$ cat src/mem_pkg.sv
package mem_pkg;

    // datapath widths
    parameter int addr_w  = 32;
    parameter int data_w  = 64;
    parameter int tag_w   = 16;
    parameter int num_ops = 4;

    // operand source codes
    // reg and seg codes keep the slot index in the low two bits
    typedef enum logic [3:0] {
        src_reg0 = 4'd0,
        src_reg1 = 4'd1,
        src_reg2 = 4'd2,
        src_reg3 = 4'd3,
        src_seg0 = 4'd4,
        src_seg1 = 4'd5,
        src_seg2 = 4'd6,
        src_seg3 = 4'd7,
        src_mem1 = 4'd8,
        src_mem2 = 4'd9,
        src_eip  = 4'd10,
        src_imm  = 4'd11,
        src_zero = 4'd12
    } src_e;

    typedef enum logic [1:0] {
        dest_none = 2'd0,
        dest_reg  = 2'd1,
        dest_seg  = 2'd2,
        dest_mem  = 2'd3
    } dest_kind_e;

    typedef struct packed {
        dest_kind_e kind;
        logic [1:0] idx;
    } dest_sel_t;

    // decoded micro-op from the decode stage
    typedef struct packed {
        logic                        valid;
        logic [1:0]                  opsize;
        logic                        is_rep;
        logic                        df;
        logic [addr_w-1:0]           mem_addr1;
        logic [addr_w-1:0]           mem_addr2;
        logic [31:0]                 rep_count;
        logic [31:0]                 eip;
        logic [47:0]                 imm;
        src_e      [num_ops-1:0]     op_sel;
        dest_sel_t [num_ops-1:0]     dest_sel;
        logic [tag_w-1:0]            tag;
    } mem_uop_t;

    typedef struct packed {
        logic [num_ops-1:0][data_w-1:0] gpr;
        logic [num_ops-1:0][15:0]       seg;
    } reg_read_t;

    typedef struct packed {
        logic              valid;
        logic [addr_w-1:0] addr;
        logic [data_w-1:0] data;
    } wb_write_t;

    // addr is the reg index, seg index or memory address
    typedef struct packed {
        dest_kind_e        kind;
        logic [addr_w-1:0] addr;
    } dest_t;

    typedef struct packed {
        logic                           valid;
        logic [1:0]                     opsize;
        logic [num_ops-1:0][data_w-1:0] op_val;
        dest_t [num_ops-1:0]            dest;
        logic [31:0]                    eip;
        logic [tag_w-1:0]               tag;
        logic                           last;
    } mem_result_t;

endpackage

$ cat src/mem_out_reg.sv
`timescale 1ns/1ps

module mem_out_reg (
    input  logic                 clk,
    input  logic                 arst_n,
    input  logic                 clr,
    input  logic                 fwd_stall,
    input  mem_pkg::mem_result_t d,
    output mem_pkg::mem_result_t q
);

    // flush wins over hold, hold wins over load
    always_ff @(posedge clk or negedge arst_n) begin
        if (!arst_n) begin
            q <= '0;
        end else if (clr) begin
            q <= '0;
        end else if (!fwd_stall) begin
            q <= d;
        end
    end

    // downstream sees the same item for as long as it stalls
    a_hold_on_stall : assert property (
        @(posedge clk) disable iff (!arst_n)
        (fwd_stall && !clr) |=> $stable(q)
    );

endmodule

$ cat config.mk
export PLATFORM = sky130hd
export DESIGN_NAME = mem_out_reg
export DESIGN_NICKNAME = d
export VERILOG_FILES = /design/src/mem_pkg.sv /design/src/mem_out_reg.sv
export SDC_FILE = /design/constraint.sdc
export NUM_CORES = 1
export LEC_CHECK = 0
export BUFFER_PORTS_ARGS = -buffer_cell sky130_fd_sc_hd__clkbuf_2
export CAP_MARGIN = 5
export CORE_AREA = 3 3 347 349
export CTS_BUF_LIST = sky130_fd_sc_hd__clkbuf_4 sky130_fd_sc_hd__clkbuf_8
export DETAILED_ROUTE_END_ITERATION = 16
export DIE_AREA = 0 0 350 352
export SLEW_MARGIN = 20
export SYNTH_ARGS = -nofsm -noshare
export SYNTH_HDL_FRONTEND = slang
export SYNTH_SLANG_ARGS = --single-unit
$ cat constraint.sdc
create_clock -name clk -period 0.8 [get_ports clk]
set_clock_uncertainty 0.1 [all_clocks]
set_input_delay 0.08 -clock clk [delete_from_list [all_inputs] [get_ports clk]]
set_output_delay 0.08 -clock clk [all_outputs]
set_load 0.01 [all_outputs]
==> flow_metrics.py <==
metrics = {
    "status": {
        "status": "finished, violations left",
        "violations": "hold timing, setup timing",
    },
    "cells_and_area": {
        "final_nets": 3739,
        "multi_input_area_mm2": 0.00611,
        "largestRegisters": "q: 444 flops",
        "largest_reg_flops": 444,
        "drive_gt1_frac": 0.428,
        "seq_area_mm2": 0.0111,
        "fillers": 11500,
        "area_delta_synth_final_pct": 102,
        "final_area_mm2": 0.0361,
        "largest-register": "q",
    },
    "timing": {
        "finalCritPeriodShare": 1.99,
        "worstMarginPinSlew_ps": 937,
        "finalMaxSlewViolations": 0,
        "fin_setup_tns_ps": -402170,
        "slew_headroom": 0.373,
        "setup_violations": 1271,
        "fmax_ghz": 0.627,
        "worst_slack_ps": -794,
        "final-hold-violation-count": 58,
        "fin_hold_ws_ps": -186,
        "fin_crit_ps": 1590,
        "grt_setup_unrepaired": "true",
    },
    "grt": {
        "gr-total-overflow": 0,
        "grt_pass1_vias": 20000,
        "grt_usage": 0.132,
        "grt_pass1_wl_um": 124000,
        "grt_max_degree": 47,
        "antenna_found_initial": 26,
    },
    "logic_synthesis": {
        "syn_nets": 1879,
        "yosysWarnings": 0,
        "synth_edf_count": 0,
        "synth_area_mm2": 0.0179,
        "synth_common_cells": "444 x dfrtp_1, 444 x mux2i_1, 444 x nor2_1",
        "yosys_register_bits": 444,
        "synth_area_per_cell_um2": 12.5,
        "async_flop_share": 1.00,
        "synthFlopType": "dfrtp_1",
        "seq_area_frac_synth": 0.620,
        "netlist-cell-type-count": 9,
        "synth_top_area_share": 0.620,
        "yosysTopAreaCell": "dfrtp_1",
        "synthCells": 1431,
        "synth_area_leaders": "dfrtp_1 62%, mux2i_1 25%, nor2_1 9.3%, buf_4 1.0%, buf_8 1.0%",
    },
    "floorplan": {
        "fp.dieH_um": 352,
        "dieArea_mm2": 0.123,
        "std_cell_rows": 126,
        "start_util": 0.152,
        "die_w_um": 350,
        "coreArea_mm2": 0.118,
        "io_pins": 892,
    },
    "critical_path": {
        "critPathKind": "reg2out",
        "r2r_setup_slack_ps": -330,
        "startpoint_type": "flip-flop",
        "arrival_ps": 1410,
        "worstPathMaxFanout": 2,
        "cp-end-kind": "output pin",
        "crit_required_ps": 620,
    },
    "detailed_routing": {
        "drc_errors": 0,
        "routed.top_layer": "met5",
        "wl_met2_um": 43300,
        "via_per_inst": 3.80,
        "vias": 18700,
        "m1WireLength_um": 33800,
        "drtIter0Drc": 1052,
        "firstDrtPassIters": 5,
        "wl_met3_um": 6270,
        "wl_per_cell_um": 18.0,
        "drt-total-wl_um": 88400,
        "ant_nets": 0,
    },
    "clocking": {
        "cts_tree": "built",
        "cts-htree-levels": 3,
        "clk_latency_ps": 730,
        "clk_path_buf_depth": 3,
        "hold_buffers": 591,
        "clkTransAtPathRegs_ps": 60,
        "root_buffer": "clkbuf_8",
        "clock_sinks": 444,
        "cts_buffers": 81,
    },
    "pwr": {
        "switching_share": 0.274,
        "cellPowerDensity_mw_per_mm2": 1710,
        "power.share.clock": 0.399,
        "p_leak_nw": 19.2,
        "pwr-share-comb": 0.201,
        "p_seq_frac": 0.400,
        "ir_drop_v": 0.00136,
        "intPower_mw": 44.7,
        "p_switching_mw": 16.9,
    },
    "place": {
        "pre_cts_ws_ps": -428,
        "placed_cell_area_mm2": 0.0250,
        "dp_hpwl_um": 58700,
        "portBuffers": 891,
        "gp_congestion": 0.807,
    },
    "hold_path": {
        "hold_class": "in2reg",
    },
    "run": {
        "cap_violations": 0,
    },
}
[final cells by class]
class                           count  area share
Timing Repair Buffer             1876       0.418
Multi-Input combinational cell    888       0.169
Sequential cell                   444       0.308
Tap cell                         1536      0.0532
Clock buffer                      131      0.0452
Clock inverter                     19     0.00578
Antenna cell                       16     0.00111
[power by group through the flow]
stage / Combinational [mW] / Sequential [mW] / Clock [mW]
2_1_floorplan: 2.90 / 25.4 / 0
3_3_place_gp: 7.89 / 24.9 / 0
3_5_place_dp: 7.96 / 24.9 / 0
4_1_cts: 11.1 / 24.5 / 25.3
5_1_grt: 13.2 / 24.8 / 26.4
6_report: 12.4 / 24.7 / 24.6
[critical path: stages (launching register included)]
cell     delay, ps
dfrtp_1        430
buf_12         150
buf_12         110
[per-stage QoR]
stage | total power [mW] | hold slack (ps) | instances | utilization
after detailed placement | 32.9 | -183 | 3879 | 0.212
after global placement | 32.8 | -181 | 3879 | 0.212
after floorplan | 28.3 | -316 | 1431 | -
after global routing | 64.4 | -237 | 4905 | 0.307
final | 61.6 | -186 | 4910 | 0.307
after CTS | 61.0 | -312 | 4744 | 0.290
[metal layers]
layer | global-route usage | vias to the layer above
li1 | - | 8521
met1 | 0.146 | 9087
met2 | 0.229 | 786
met3 | 0.0413 | 267
met4 | 0.0666 | 20
met5 | 0 | -
[path summary, 6_finish.rpt]
kind                            from     end  cells past startpoint
setup / recovery              q[314]  q[314]                      2
hold / removal             fwd_stall  q[408]                      4
setup reg to reg              q[139]  q[139]                      4
hold reg to reg               q[152]  q[152]                      2
max in group asynchronous     arst_n  q[117]                      4
min in group asynchronous     arst_n  q[185]                      2
[cell families (layout without fill, tap and decap cells)]
kind of cell | after synthesis | after routing | synth area share
buf+inv | 99 | 2026 | 0.0385
flops | 444 | 444 | 0.620
mux | 444 | 444 | 0.248
other cells | 0 | 16 | 0
simple gates | 444 | 444 | 0.0930
[what timing repair did]
item / in CTS / in global routing
hold endpoints to repair: 888 / 336
setup buffers: 124 / 150
resized for setup: 96 / 339
pin swaps: 3 / 0
setup endpoints to repair: 527 / 1316
[cells in the final DEF, fill, tap and decap left out]
cell type      count
clkbuf_2         700
dlygate4sd3_1    591
mux2i_1          444
nor2_1           444
dfrtp_1          442
buf_4            352
clkbuf_8         140
buf_6            133
buf_12            37
clkbuf_4          27
diode_2           16
buf_8             16
buf_2             11
clkinv_2           9
inv_8              3
bufinv_16          3
clkinvlp_4         2
dfrtp_2            2
clkinv_8           1
inv_6              1
Power figures use the tool's default switching activity.
