### src/mem_pkg.sv
package mem_pkg;

    // datapath widths
    parameter int addr_w  = 32;
    parameter int data_w  = 64;
    parameter int tag_w   = 16;
    parameter int num_ops = 4;

    // operand source codes
    // reg and seg codes keep the slot index in the low two bits
    typedef enum logic [3:0] {
        src_reg0 = 4'd0,
        src_reg1 = 4'd1,
        src_reg2 = 4'd2,
        src_reg3 = 4'd3,
        src_seg0 = 4'd4,
        src_seg1 = 4'd5,
        src_seg2 = 4'd6,
        src_seg3 = 4'd7,
        src_mem1 = 4'd8,
        src_mem2 = 4'd9,
        src_eip  = 4'd10,
        src_imm  = 4'd11,
        src_zero = 4'd12
    } src_e;

    typedef enum logic [1:0] {
        dest_none = 2'd0,
        dest_reg  = 2'd1,
        dest_seg  = 2'd2,
        dest_mem  = 2'd3
    } dest_kind_e;

    typedef struct packed {
        dest_kind_e kind;
        logic [1:0] idx;
    } dest_sel_t;

    // decoded micro-op from the decode stage
    typedef struct packed {
        logic                        valid;
        logic [1:0]                  opsize;
        logic                        is_rep;
        logic                        df;
        logic [addr_w-1:0]           mem_addr1;
        logic [addr_w-1:0]           mem_addr2;
        logic [31:0]                 rep_count;
        logic [31:0]                 eip;
        logic [47:0]                 imm;
        src_e      [num_ops-1:0]     op_sel;
        dest_sel_t [num_ops-1:0]     dest_sel;
        logic [tag_w-1:0]            tag;
    } mem_uop_t;

    typedef struct packed {
        logic [num_ops-1:0][data_w-1:0] gpr;
        logic [num_ops-1:0][15:0]       seg;
    } reg_read_t;

    typedef struct packed {
        logic              valid;
        logic [addr_w-1:0] addr;
        logic [data_w-1:0] data;
    } wb_write_t;

    // addr is the reg index, seg index or memory address
    typedef struct packed {
        dest_kind_e        kind;
        logic [addr_w-1:0] addr;
    } dest_t;

    typedef struct packed {
        logic                           valid;
        logic [1:0]                     opsize;
        logic [num_ops-1:0][data_w-1:0] op_val;
        dest_t [num_ops-1:0]            dest;
        logic [31:0]                    eip;
        logic [tag_w-1:0]               tag;
        logic                           last;
    } mem_result_t;

endpackage

### src/opswap.sv
`timescale 1ns/1ps

module opswap (
    input  mem_pkg::mem_uop_t          uop,
    input  mem_pkg::reg_read_t         regs,
    input  logic [mem_pkg::addr_w-1:0] mem1,
    input  logic [mem_pkg::addr_w-1:0] mem2,
    input  logic [mem_pkg::data_w-1:0] rdata1,
    input  logic [mem_pkg::data_w-1:0] rdata2,
    input  logic                       go,
    input  logic                       last,
    output mem_pkg::mem_result_t       res
);

    always_comb begin
        res        = '0;
        res.valid  = go;
        res.last   = last;
        res.opsize = uop.opsize;
        res.eip    = uop.eip;
        res.tag    = uop.tag;

        // operand values
        for (int i = 0; i < mem_pkg::num_ops; i++) begin
            case (uop.op_sel[i])
                mem_pkg::src_reg0, mem_pkg::src_reg1,
                mem_pkg::src_reg2, mem_pkg::src_reg3: begin
                    res.op_val[i] = regs.gpr[uop.op_sel[i][1:0]];
                end
                mem_pkg::src_seg0, mem_pkg::src_seg1,
                mem_pkg::src_seg2, mem_pkg::src_seg3: begin
                    // segment selectors are zero-extended
                    res.op_val[i] = mem_pkg::data_w'(regs.seg[uop.op_sel[i][1:0]]);
                end
                mem_pkg::src_mem1: res.op_val[i] = rdata1;
                mem_pkg::src_mem2: res.op_val[i] = rdata2;
                mem_pkg::src_eip:  res.op_val[i] = mem_pkg::data_w'(uop.eip);
                // immediate is sign-extended from 48 bits
                mem_pkg::src_imm:  res.op_val[i] = mem_pkg::data_w'($signed(uop.imm));
                default:           res.op_val[i] = '0;
            endcase
        end

        // destination kind and address
        for (int i = 0; i < mem_pkg::num_ops; i++) begin
            res.dest[i].kind = uop.dest_sel[i].kind;
            case (uop.dest_sel[i].kind)
                mem_pkg::dest_reg, mem_pkg::dest_seg: begin
                    res.dest[i].addr = mem_pkg::addr_w'(uop.dest_sel[i].idx);
                end
                mem_pkg::dest_mem: begin
                    // slot 0 writes to the first stream, the rest to the second
                    res.dest[i].addr = (uop.dest_sel[i].idx == 2'd0) ? mem1 : mem2;
                end
                default: begin
                    res.dest[i].addr = '0;
                end
            endcase
        end
    end

endmodule

### config.mk
export PLATFORM = sky130hd
export DESIGN_NAME = opswap
export DESIGN_NICKNAME = d
export VERILOG_FILES = /design/src/mem_pkg.sv /design/src/opswap.sv
export SDC_FILE = /design/constraint.sdc
export NUM_CORES = 1
export LEC_CHECK = 0
export CAP_MARGIN = 10
export CORE_AREA = 5 5 457 459
export DETAILED_ROUTE_END_ITERATION = 12
export DIE_AREA = 0 0 462 464
export DONT_BUFFER_PORTS = 1
export PLACE_DENSITY_LB_ADDON = 0.1
export SYNTH_ARGS = -nofsm -noshare
export SYNTH_HDL_FRONTEND = slang
export SYNTH_SLANG_ARGS = --single-unit
### constraint.sdc
create_clock -name vclk -period 2.95
set_input_delay 0.59 -clock vclk [all_inputs]
set_output_delay 0.59 -clock vclk [all_outputs]
set_load 0.03 [all_outputs]
==> impl_metrics.tcl <==
set metrics [dict create \
    period_share 1.105 \
    period_needed_ns 3.259 \
    hold_class "in2out" \
    required_ns 2.36 \
    drive_gt1_frac 0.3567 \
    power_density_mw_per_mm2 171.5 \
    clkbuf_count 0 \
    syn_avg_cell_area_um2 8.931 \
    drtPass1Iterations 5 \
    maxSlewHeadroom 0.2949 \
    num_rows 166 \
    worst_pin_slew_ns 1.058 \
    cp-end-kind "output pin" \
    grt_pass1_vias 22510 \
    path_max_fanout 149 \
    syn_inst 2169 \
    postRouteAntennaNets 0 \
    ctsHoldBuffers 0 \
    first_iter_violations 1857 \
    fin_hold_ws_ns 1.180 \
    pwr-share-clk 0 \
    cts_setup_buffers 0 \
    antenna_found_initial 14 \
    yosysSeqAreaShare 0 \
    yosysUniqueCellTypes 49 \
    grt_pass1_wl_mm 232.2 \
    die_y_um 464 \
    top_level_ports 1187 \
    status "finished with violations" \
    wire_per_inst_um 36.28 \
    fmax_mhz 306.8 \
    routed_wl_mm 180.0 \
    power_leakage_nw 8.801 \
    seq_cells 0 \
    min_from "uop[26]" \
    startpoint "uop[45]" \
    design_area_mm2 0.02483 \
    seq_area_um2 0 \
    stdcell_count 4962 \
    synth_area_mm2 0.01937 \
    drc 0 \
    ir_worst_vdd_mv 0.05244 \
    swShare 0.5468 \
    p_sw_mw 2.329 \
    finalHoldViolCount 0 \
    dpl.cell_count 4931 \
    synth_warnings 0 \
    placed_cell_area_mm2 0.02474 \
    finalSetupViolations 51 \
    pwr-share-seq 0 \
    initial_core_util 0.09497 \
    worst_setup_path_start_kind "input pin" \
    intPower_mw 1.930 \
    track_usage 0.1569 \
    violations "negative setup slack" \
    arrival_ns 2.67 \
    cap_violations 0 \
    nets 2996 \
    overflow 0 \
    rsz0062_at_grt "no" \
    grt_start_max_net_pins 187 \
    via_per_inst 4.367 \
    tns_ns -8.791 \
    p_total_mw 4.258 \
    vias 21670 \
    die_area_mm2 0.2144 \
    gp_congestion 0.8604 \
    combPwrFrac 1.000 \
    multi_input_area_mm2 0.01766 \
    crit_type "in2out" \
    area_growth_syn_to_layout_pct 28.18 \
    core_area_mm2 0.2040 \
    fin_ws_ns -0.3095 \
    port_buffers 0 \
    fill_cells 23300 \
    maxSlewViolCount 0 \
    dp_hpwl_mm 134.6 \
    synth_nets 2920 \
    dieWidth_um 462 \
]
Yosys cell counts (all sizes together):
cell / instances / area [um^2]
nand2: 426 / 1599
mux4: 352 / 7928
mux2i: 316 / 3163
buf: 207 / 1335
a21oi: 173 / 865.8
nor2: 140 / 533.0
clkbuf: 99 / 376.6
a22oi: 64 / 480.5
a221o: 45 / 450.4
or2: 38 / 237.7
a32o: 34 / 340.3
o311ai: 34 / 297.8
a31o: 32 / 280.3
o211ai: 32 / 240.2
o22ai: 32 / 200.2
inv: 26 / 97.59
o311a: 17 / 170.2
o31ai: 17 / 127.6
nor2b: 15 / 93.84
nor3b: 10 / 85.08
ha: 8 / 100.1
o21ai: 8 / 40.04
and2: 7 / 43.79
o21a: 6 / 45.04
nand3b: 5 / 37.54
or3b: 5 / 43.80
a21boi: 4 / 30.03
nand2b: 4 / 25.02
clkinv: 3 / 11.26
nand3: 3 / 20.02
a21o: 2 / 15.01
and2b: 1 / 7.510
and3: 1 / 6.260
and4b: 1 / 10.01
nor4b: 1 / 23.77
nor4bb: 1 / 10.01
routing by layer:
| metal | vias to the layer above | share of wire | track usage |
|---|---|---|---|
| met5 | - | 0.00026 | 0 |
| met4 | 6 | 0.027 | 0.03132 |
| met3 | 157 | 0.11 | 0.06526 |
| met2 | 1380 | 0.52 | 0.2948 |
| met1 | 11370 | 0.34 | 0.1619 |
| li1 | 8751 | - | - |
cell families after synthesis:
logic type               Yosys count  synth area share
buffers and inverters            335           0.09398
AND/OR/NAND/NOR                  658            0.1433
multiplexers                     668            0.5725
adder cells (fa/ha/maj)            8          0.005167
AO/OA/AOI/OAI                    500            0.1850
worst paths after layout:
check,depth (start not counted),end
worst max-delay path,5,res[378]
worst min-delay path,0,res[149]
placed cells by master, fill, tap and decap left out, types with 33 or more instances in the layout:
cell type and n:
nand2_1 425, mux4_2 352, buf_12 61, mux2i_1 314
o311ai_0 34, a22oi_1 64, a21oi_1 173, buf_4 319
nor2_1 128, a32o_1 33, a221o_1 45
repair_timing:
action / 4_1_cts / 5_1_grt
endpoints found under the hold margin: 0 / 0
setup endpoints to repair: 0 / 46
gates resized for setup: 0 / 6
stage by stage:
| step | utilization | worst slack (ns) |
|---|---|---|
| after floorplan | - | 0.1381 |
| after global placement | 0.1213 | 0.08097 |
| after detailed placement | 0.1213 | 0.07731 |
| after CTS | 0.1213 | 0.07724 |
| after global routing | 0.1217 | 0.001877 |
| final | 0.1217 | -0.3095 |
final cells by class:
type	instances	share of cell area
diodes	31	0.003124
multi-input cells	1834	0.7114
repair buffers	380	0.1456
well taps	2688	0.1354
inverters	29	0.004384
critical path, stage by stage:
cell     delay, ns
or3b_4        0.80
buf_12        0.19
o22ai_1       0.15
a31o_2        0.25
buf_12        0.16
power groups by stage:
| stage | sequential (mW) | combinational (mW) | clock, mW |
|---|---|---|---|
| detailed placement | 0 | 4.31 | 0 |
| floorplan | 0 | 3.31 | 0 |
| global placement | 0 | 4.32 | 0 |
| global route | 0 | 4.47 | 0.00000133 |
| CTS | 0 | 4.32 | 0 |
| finish | 0 | 4.26 | 0.00000150 |
No activity file was read; power rests on OpenSTA's default activity.
