**src/mem_pkg.sv**
```systemverilog
package mem_pkg;

    // datapath widths
    parameter int addr_w  = 32;
    parameter int data_w  = 64;
    parameter int tag_w   = 16;
    parameter int num_ops = 4;

    // operand source codes
    // reg and seg codes keep the slot index in the low two bits
    typedef enum logic [3:0] {
        src_reg0 = 4'd0,
        src_reg1 = 4'd1,
        src_reg2 = 4'd2,
        src_reg3 = 4'd3,
        src_seg0 = 4'd4,
        src_seg1 = 4'd5,
        src_seg2 = 4'd6,
        src_seg3 = 4'd7,
        src_mem1 = 4'd8,
        src_mem2 = 4'd9,
        src_eip  = 4'd10,
        src_imm  = 4'd11,
        src_zero = 4'd12
    } src_e;

    typedef enum logic [1:0] {
        dest_none = 2'd0,
        dest_reg  = 2'd1,
        dest_seg  = 2'd2,
        dest_mem  = 2'd3
    } dest_kind_e;

    typedef struct packed {
        dest_kind_e kind;
        logic [1:0] idx;
    } dest_sel_t;

    // decoded micro-op from the decode stage
    typedef struct packed {
        logic                        valid;
        logic [1:0]                  opsize;
        logic                        is_rep;
        logic                        df;
        logic [addr_w-1:0]           mem_addr1;
        logic [addr_w-1:0]           mem_addr2;
        logic [31:0]                 rep_count;
        logic [31:0]                 eip;
        logic [47:0]                 imm;
        src_e      [num_ops-1:0]     op_sel;
        dest_sel_t [num_ops-1:0]     dest_sel;
        logic [tag_w-1:0]            tag;
    } mem_uop_t;

    typedef struct packed {
        logic [num_ops-1:0][data_w-1:0] gpr;
        logic [num_ops-1:0][15:0]       seg;
    } reg_read_t;

    typedef struct packed {
        logic              valid;
        logic [addr_w-1:0] addr;
        logic [data_w-1:0] data;
    } wb_write_t;

    // addr is the reg index, seg index or memory address
    typedef struct packed {
        dest_kind_e        kind;
        logic [addr_w-1:0] addr;
    } dest_t;

    typedef struct packed {
        logic                           valid;
        logic [1:0]                     opsize;
        logic [num_ops-1:0][data_w-1:0] op_val;
        dest_t [num_ops-1:0]            dest;
        logic [31:0]                    eip;
        logic [tag_w-1:0]               tag;
        logic                           last;
    } mem_result_t;

endpackage

```
**src/rep_stepper.sv**
```systemverilog
`timescale 1ns/1ps

module rep_stepper (
    input  logic                       clk,
    input  logic                       arst_n,
    input  logic                       clr,
    input  mem_pkg::mem_uop_t          uop,
    input  logic                       fwd_stall,
    output logic [mem_pkg::addr_w-1:0] mem1,
    output logic [mem_pkg::addr_w-1:0] mem2,
    output logic                       go,
    output logic                       last,
    output logic                       stall
);

    // in_rep selects the walker registers over the uop fields
    logic                       in_rep;
    logic [31:0]                cnt_q;
    logic [mem_pkg::addr_w-1:0] off_q;

    logic [31:0]                cur_cnt;
    logic [mem_pkg::addr_w-1:0] cur_off;
    logic [mem_pkg::addr_w-1:0] step;

    // first rep iteration takes its count from the uop
    assign cur_cnt = in_rep ? cnt_q : uop.rep_count;
    assign cur_off = in_rep ? off_q : '0;

    // element size in bytes
    assign step = mem_pkg::addr_w'(1) << uop.opsize;

    // a rep with zero count issues nothing
    assign go   = uop.valid && (!uop.is_rep || (cur_cnt != 32'd0));
    assign last = go && (!uop.is_rep || (cur_cnt == 32'd1));

    // df set walks downward
    always_comb begin
        if (uop.df) begin
            mem1 = uop.mem_addr1 - cur_off;
            mem2 = uop.mem_addr2 - cur_off;
        end else begin
            mem1 = uop.mem_addr1 + cur_off;
            mem2 = uop.mem_addr2 + cur_off;
        end
    end

    // upstream holds the uop until the final iteration leaves
    assign stall = fwd_stall || (go && !last);

    always_ff @(posedge clk or negedge arst_n) begin
        if (!arst_n) begin
            in_rep <= 1'b0;
            cnt_q  <= '0;
            off_q  <= '0;
        end else if (clr) begin
            in_rep <= 1'b0;
            cnt_q  <= '0;
            off_q  <= '0;
        end else if (!fwd_stall) begin
            if (go && !last) begin
                in_rep <= 1'b1;
                cnt_q  <= cur_cnt - 32'd1;
                off_q  <= cur_off + step;
            end else begin
                // rep done or nothing issued
                in_rep <= 1'b0;
                cnt_q  <= '0;
                off_q  <= '0;
            end
        end
    end

    // the rep uop stays in place while its walk is in progress
    a_rep_uop_held : assert property (
        @(posedge clk) disable iff (!arst_n)
        (in_rep && !clr) |-> (uop.valid && uop.is_rep)
    );

endmodule

```
**config.mk**
```make
export PLATFORM = sky130hd
export DESIGN_NAME = rep_stepper
export DESIGN_NICKNAME = d
export VERILOG_FILES = /design/src/mem_pkg.sv /design/src/rep_stepper.sv
export SDC_FILE = /design/constraint.sdc
export NUM_CORES = 1
export LEC_CHECK = 0
export BUFFER_PORTS_ARGS = -buffer_cell sky130_fd_sc_hd__clkbuf_2
export CELL_PAD_IN_SITES_DETAIL_PLACEMENT = 1
export CELL_PAD_IN_SITES_GLOBAL_PLACEMENT = 2
export CORE_ASPECT_RATIO = 1.75
export CORE_MARGIN = 5
export CORE_UTILIZATION = 29
export DETAILED_ROUTE_END_ITERATION = 8
export PLACE_DENSITY = 0.94
export SYNTH_ARGS = -nofsm -noshare
export SYNTH_HDL_FRONTEND = slang
export SYNTH_SLANG_ARGS = --single-unit
```
**constraint.sdc**
```tcl
create_clock -name clk -period 9.01 [get_ports clk]
set_input_delay 1.3515 -clock clk [delete_from_list [all_inputs] [get_ports clk]]
set_output_delay 1.3515 -clock clk [all_outputs]
set_load 0.02 [all_outputs]
```
==> results.toml <==
[power_and_ir_drop]
leakagePower_nw = 4.33
irDropWorstVdd_v = 0.0000918
power.density_nw_per_um2 = 90.9

[worst_setup_path]
crit_type = "reg -> out"
cp.arrival_ns = 6.23
crit_slowest_cell = "dfrtp_4"
end_kind = "primary output"
r2r_start = "in_rep"
path_cells = "nand2_1 -> ha_1 -> nor2_1 -> xnor2_1 -> ha_1 -> a21o_1 -> a21oi_1 -> o21bai_1 -> maj3_1 -> a211o_1 -> a31oi_1 -> o31ai_1 -> nand2_2 -> o311ai_2 -> o41ai_2 -> o311ai_2 -> maj3_2 -> a211o_1 -> o211ai_1 -> clkbuf_2"
reg2reg_to = "off_q[24]"
crit_fanout = 37
worst_r2r_path_depth = 13
rrSetupSlack_ns = 3.29
critPathLaunchType = "flop"
cpPeakStageDelay_ns = 0.68
crit_required_ns = 7.66

[layout]
area_growth_pct = 16.3
fillers = 3916
final_nets = 1592
drive_above_1_share_pct = 19.5
antennaDiodeCount = 0

[placement]
place_hpwl_um = 25000
port_buffers = 171
place.gp.congestion = 0.869

[logic_synthesis]
syn_area_sq_um = 9130
seq_area_frac_synth_pct = 17.8
synth-seq-cells = 65
yosys_most_used_dff = "dfrtp_1"
synth_cells = 1207
synth_common_cells = "nand2_1, o21ai_0, nor2_1"
yosysMostFrequentCell = "nand2_1"
async_flop_share_pct = 100
ys_top_cells_by_area = "dfrtp_1, xnor2_1, o21ai_0, nand2_1, maj3_1"
synth.top_cell.area_share_pct = 17.8
yosysWarnings = 0
synth_area_per_cell_sq_um = 7.56
synth_top_area_cell = "dfrtp_1"
synth.distinct_cells = 93
syn-num-nets = 1466
synth_edf_count = 0

[timing]
hold_viol = 0
min_period_ns = 7.58
finalSetupViolCount = 0
fin_tns_setup_ns = 0
fin_hold_ws_ns = 0.494
slew_headroom_pct = 19.1
rsz0062_at_grt = "false"
worst_pin_slew_ns = 1.21
skew_ns = 0.0119
drv_slew = 0
min_period_over_period_pct = 84.1
max_freq_mhz = 132

[clock_tree]
cts_tree = "yes"
cts_max_level = 3
clock_latency_ns = 0.33
cts.sinks = 65
cts.clk_slew.worst_paths_ns = 0.06
post_cts_buffers = 0
cts_root_buffer = "clkbuf_16"
cts.repair.resized = 0
cts_buffer_depth = 2
cts_buffers = 9
hold_buffers = 0

[global_route]
grt_pass1_vias = 10430
use_met1_pct = 18.4
grt.met3_usage_pct = 1.44
antenna_found_initial = 0
use_met2_pct = 34.5
track_usage_pct = 17.6
grt_overflow = 0
grt_max_degree = 66
top_usage_layer = "met2"
grt_pass1_wl_um = 51400

[hold_path]
min_path_cells = 2
min_to = "cnt_q[13]"
min_from = "cnt_q[13]"
holdCritPathClass = "reg -> reg"

[route]
wire_per_inst_um = 18.2
drtIter0Drc = 348
drc = 0
vias = 9685
drtAntennaViolNets = 0
via_per_inst = 5.59
wl_um = 31600
drt-pass1-iter-count = 4

[floorplan]
num_rows = 86
core_area_sq_um = 31300
die_w_um = 144
dieArea_sq_um = 35300
initial_core_util_pct = 29.2
dieHeight_um = 245
ioPinCount = 300

[run_status]
status = "finished, final reports clean"

[flow_run]
maxCapViolations = 0
[flip-flops by register name, summed over array words and instances, names as in the netlist]
signal / flops
in_rep: 1
cnt_q: 32
off_q: 32
[placed cells by master, fill, tap and decap left out, types with 30 or more instances in the layout]
master / instances
dfrtp_1: 64
xnor2_1: 82
a21oi_1: 46
clkbuf_2: 171
o21ai_0: 114
inv_1: 46
xor2_1: 48
mux2i_1: 30
nand2_1: 119
maj3_1: 43
nor2_1: 95
nor3_1: 46
[worst max-delay path, delay by kind of cell, from the launching register on]
family	cells	cell delay, ns
simple gates	3	0.81
fa+ha+maj	4	1.48
compound gates	11	2.49
buf+inv	1	0.20
xor+xnor	1	0.23
flops	1	0.68
[cells by family (layout without fill, tap and decap cells)]
family	after synthesis	in the layout	synth area share, %
AOI/OAI and AO/OA	342	342	26.1
xor gates and xnor gates	131	131	12.7
adders and majority gates	76	76	9.39
buffers and inverters	113	244	5.03
DFF	65	65	17.8
muxes	34	34	3.78
and+or+nand+nor	446	446	25.2
[routing by layer]
| layer | part of all wire [%] | vias to the layer above |
|---|---|---|
| li1 | - | 4664 |
| met1 | 37 | 4713 |
| met2 | 56 | 224 |
| met3 | 3.1 | 84 |
| met4 | 4.2 | 0 |
| met5 | 0 | - |
[worst max path at each step]
stage / from / end
3_3_place_gp: uop[224] / mem2[30]
6_report: in_rep / mem2[30]
5_1_grt: in_rep / mem2[28]
3_5_place_dp: uop[224] / mem2[30]
2_1_floorplan: in_rep / mem2[25]
4_1_cts: in_rep / mem2[30]
[metrics by stage]
step	instances	power (W)	util, %	worst slack [ns]	area (sq um)
after floorplan	1207	0.000479	-	0.634	9130
after global placement	1718	0.000578	32.8	1.56	10300
after detailed placement	1718	0.000585	32.8	1.50	10300
after CTS	1734	0.000982	33.9	1.33	10600
after global routing	1734	0.00102	33.9	0.984	10600
final	1734	0.000965	33.9	1.43	10600
[where the power goes]
part | total, W | switching [W] | internal (W)
sequential | 0.000302 | 0.00000586 | 0.000296
clock | 0.000388 | 0.000138 | 0.000250
combinational | 0.000275 | 0.000171 | 0.000105
total | 0.000965 | 0.000314 | 0.000651
[cell type report]
class                           count  area (sq um)  share of cell area [%]
Clock buffer                       10           239                    2.25
Clock inverter                      6          91.3                   0.861
Inverter                           47           176                    1.66
Multi-Input combinational cell   1029          7050                    66.4
Sequential cell                    65          1630                    15.4
Tap cell                          396           495                    4.67
Timing Repair Buffer              181           931                    8.77
No activity file was read; power rests on OpenSTA's default activity.
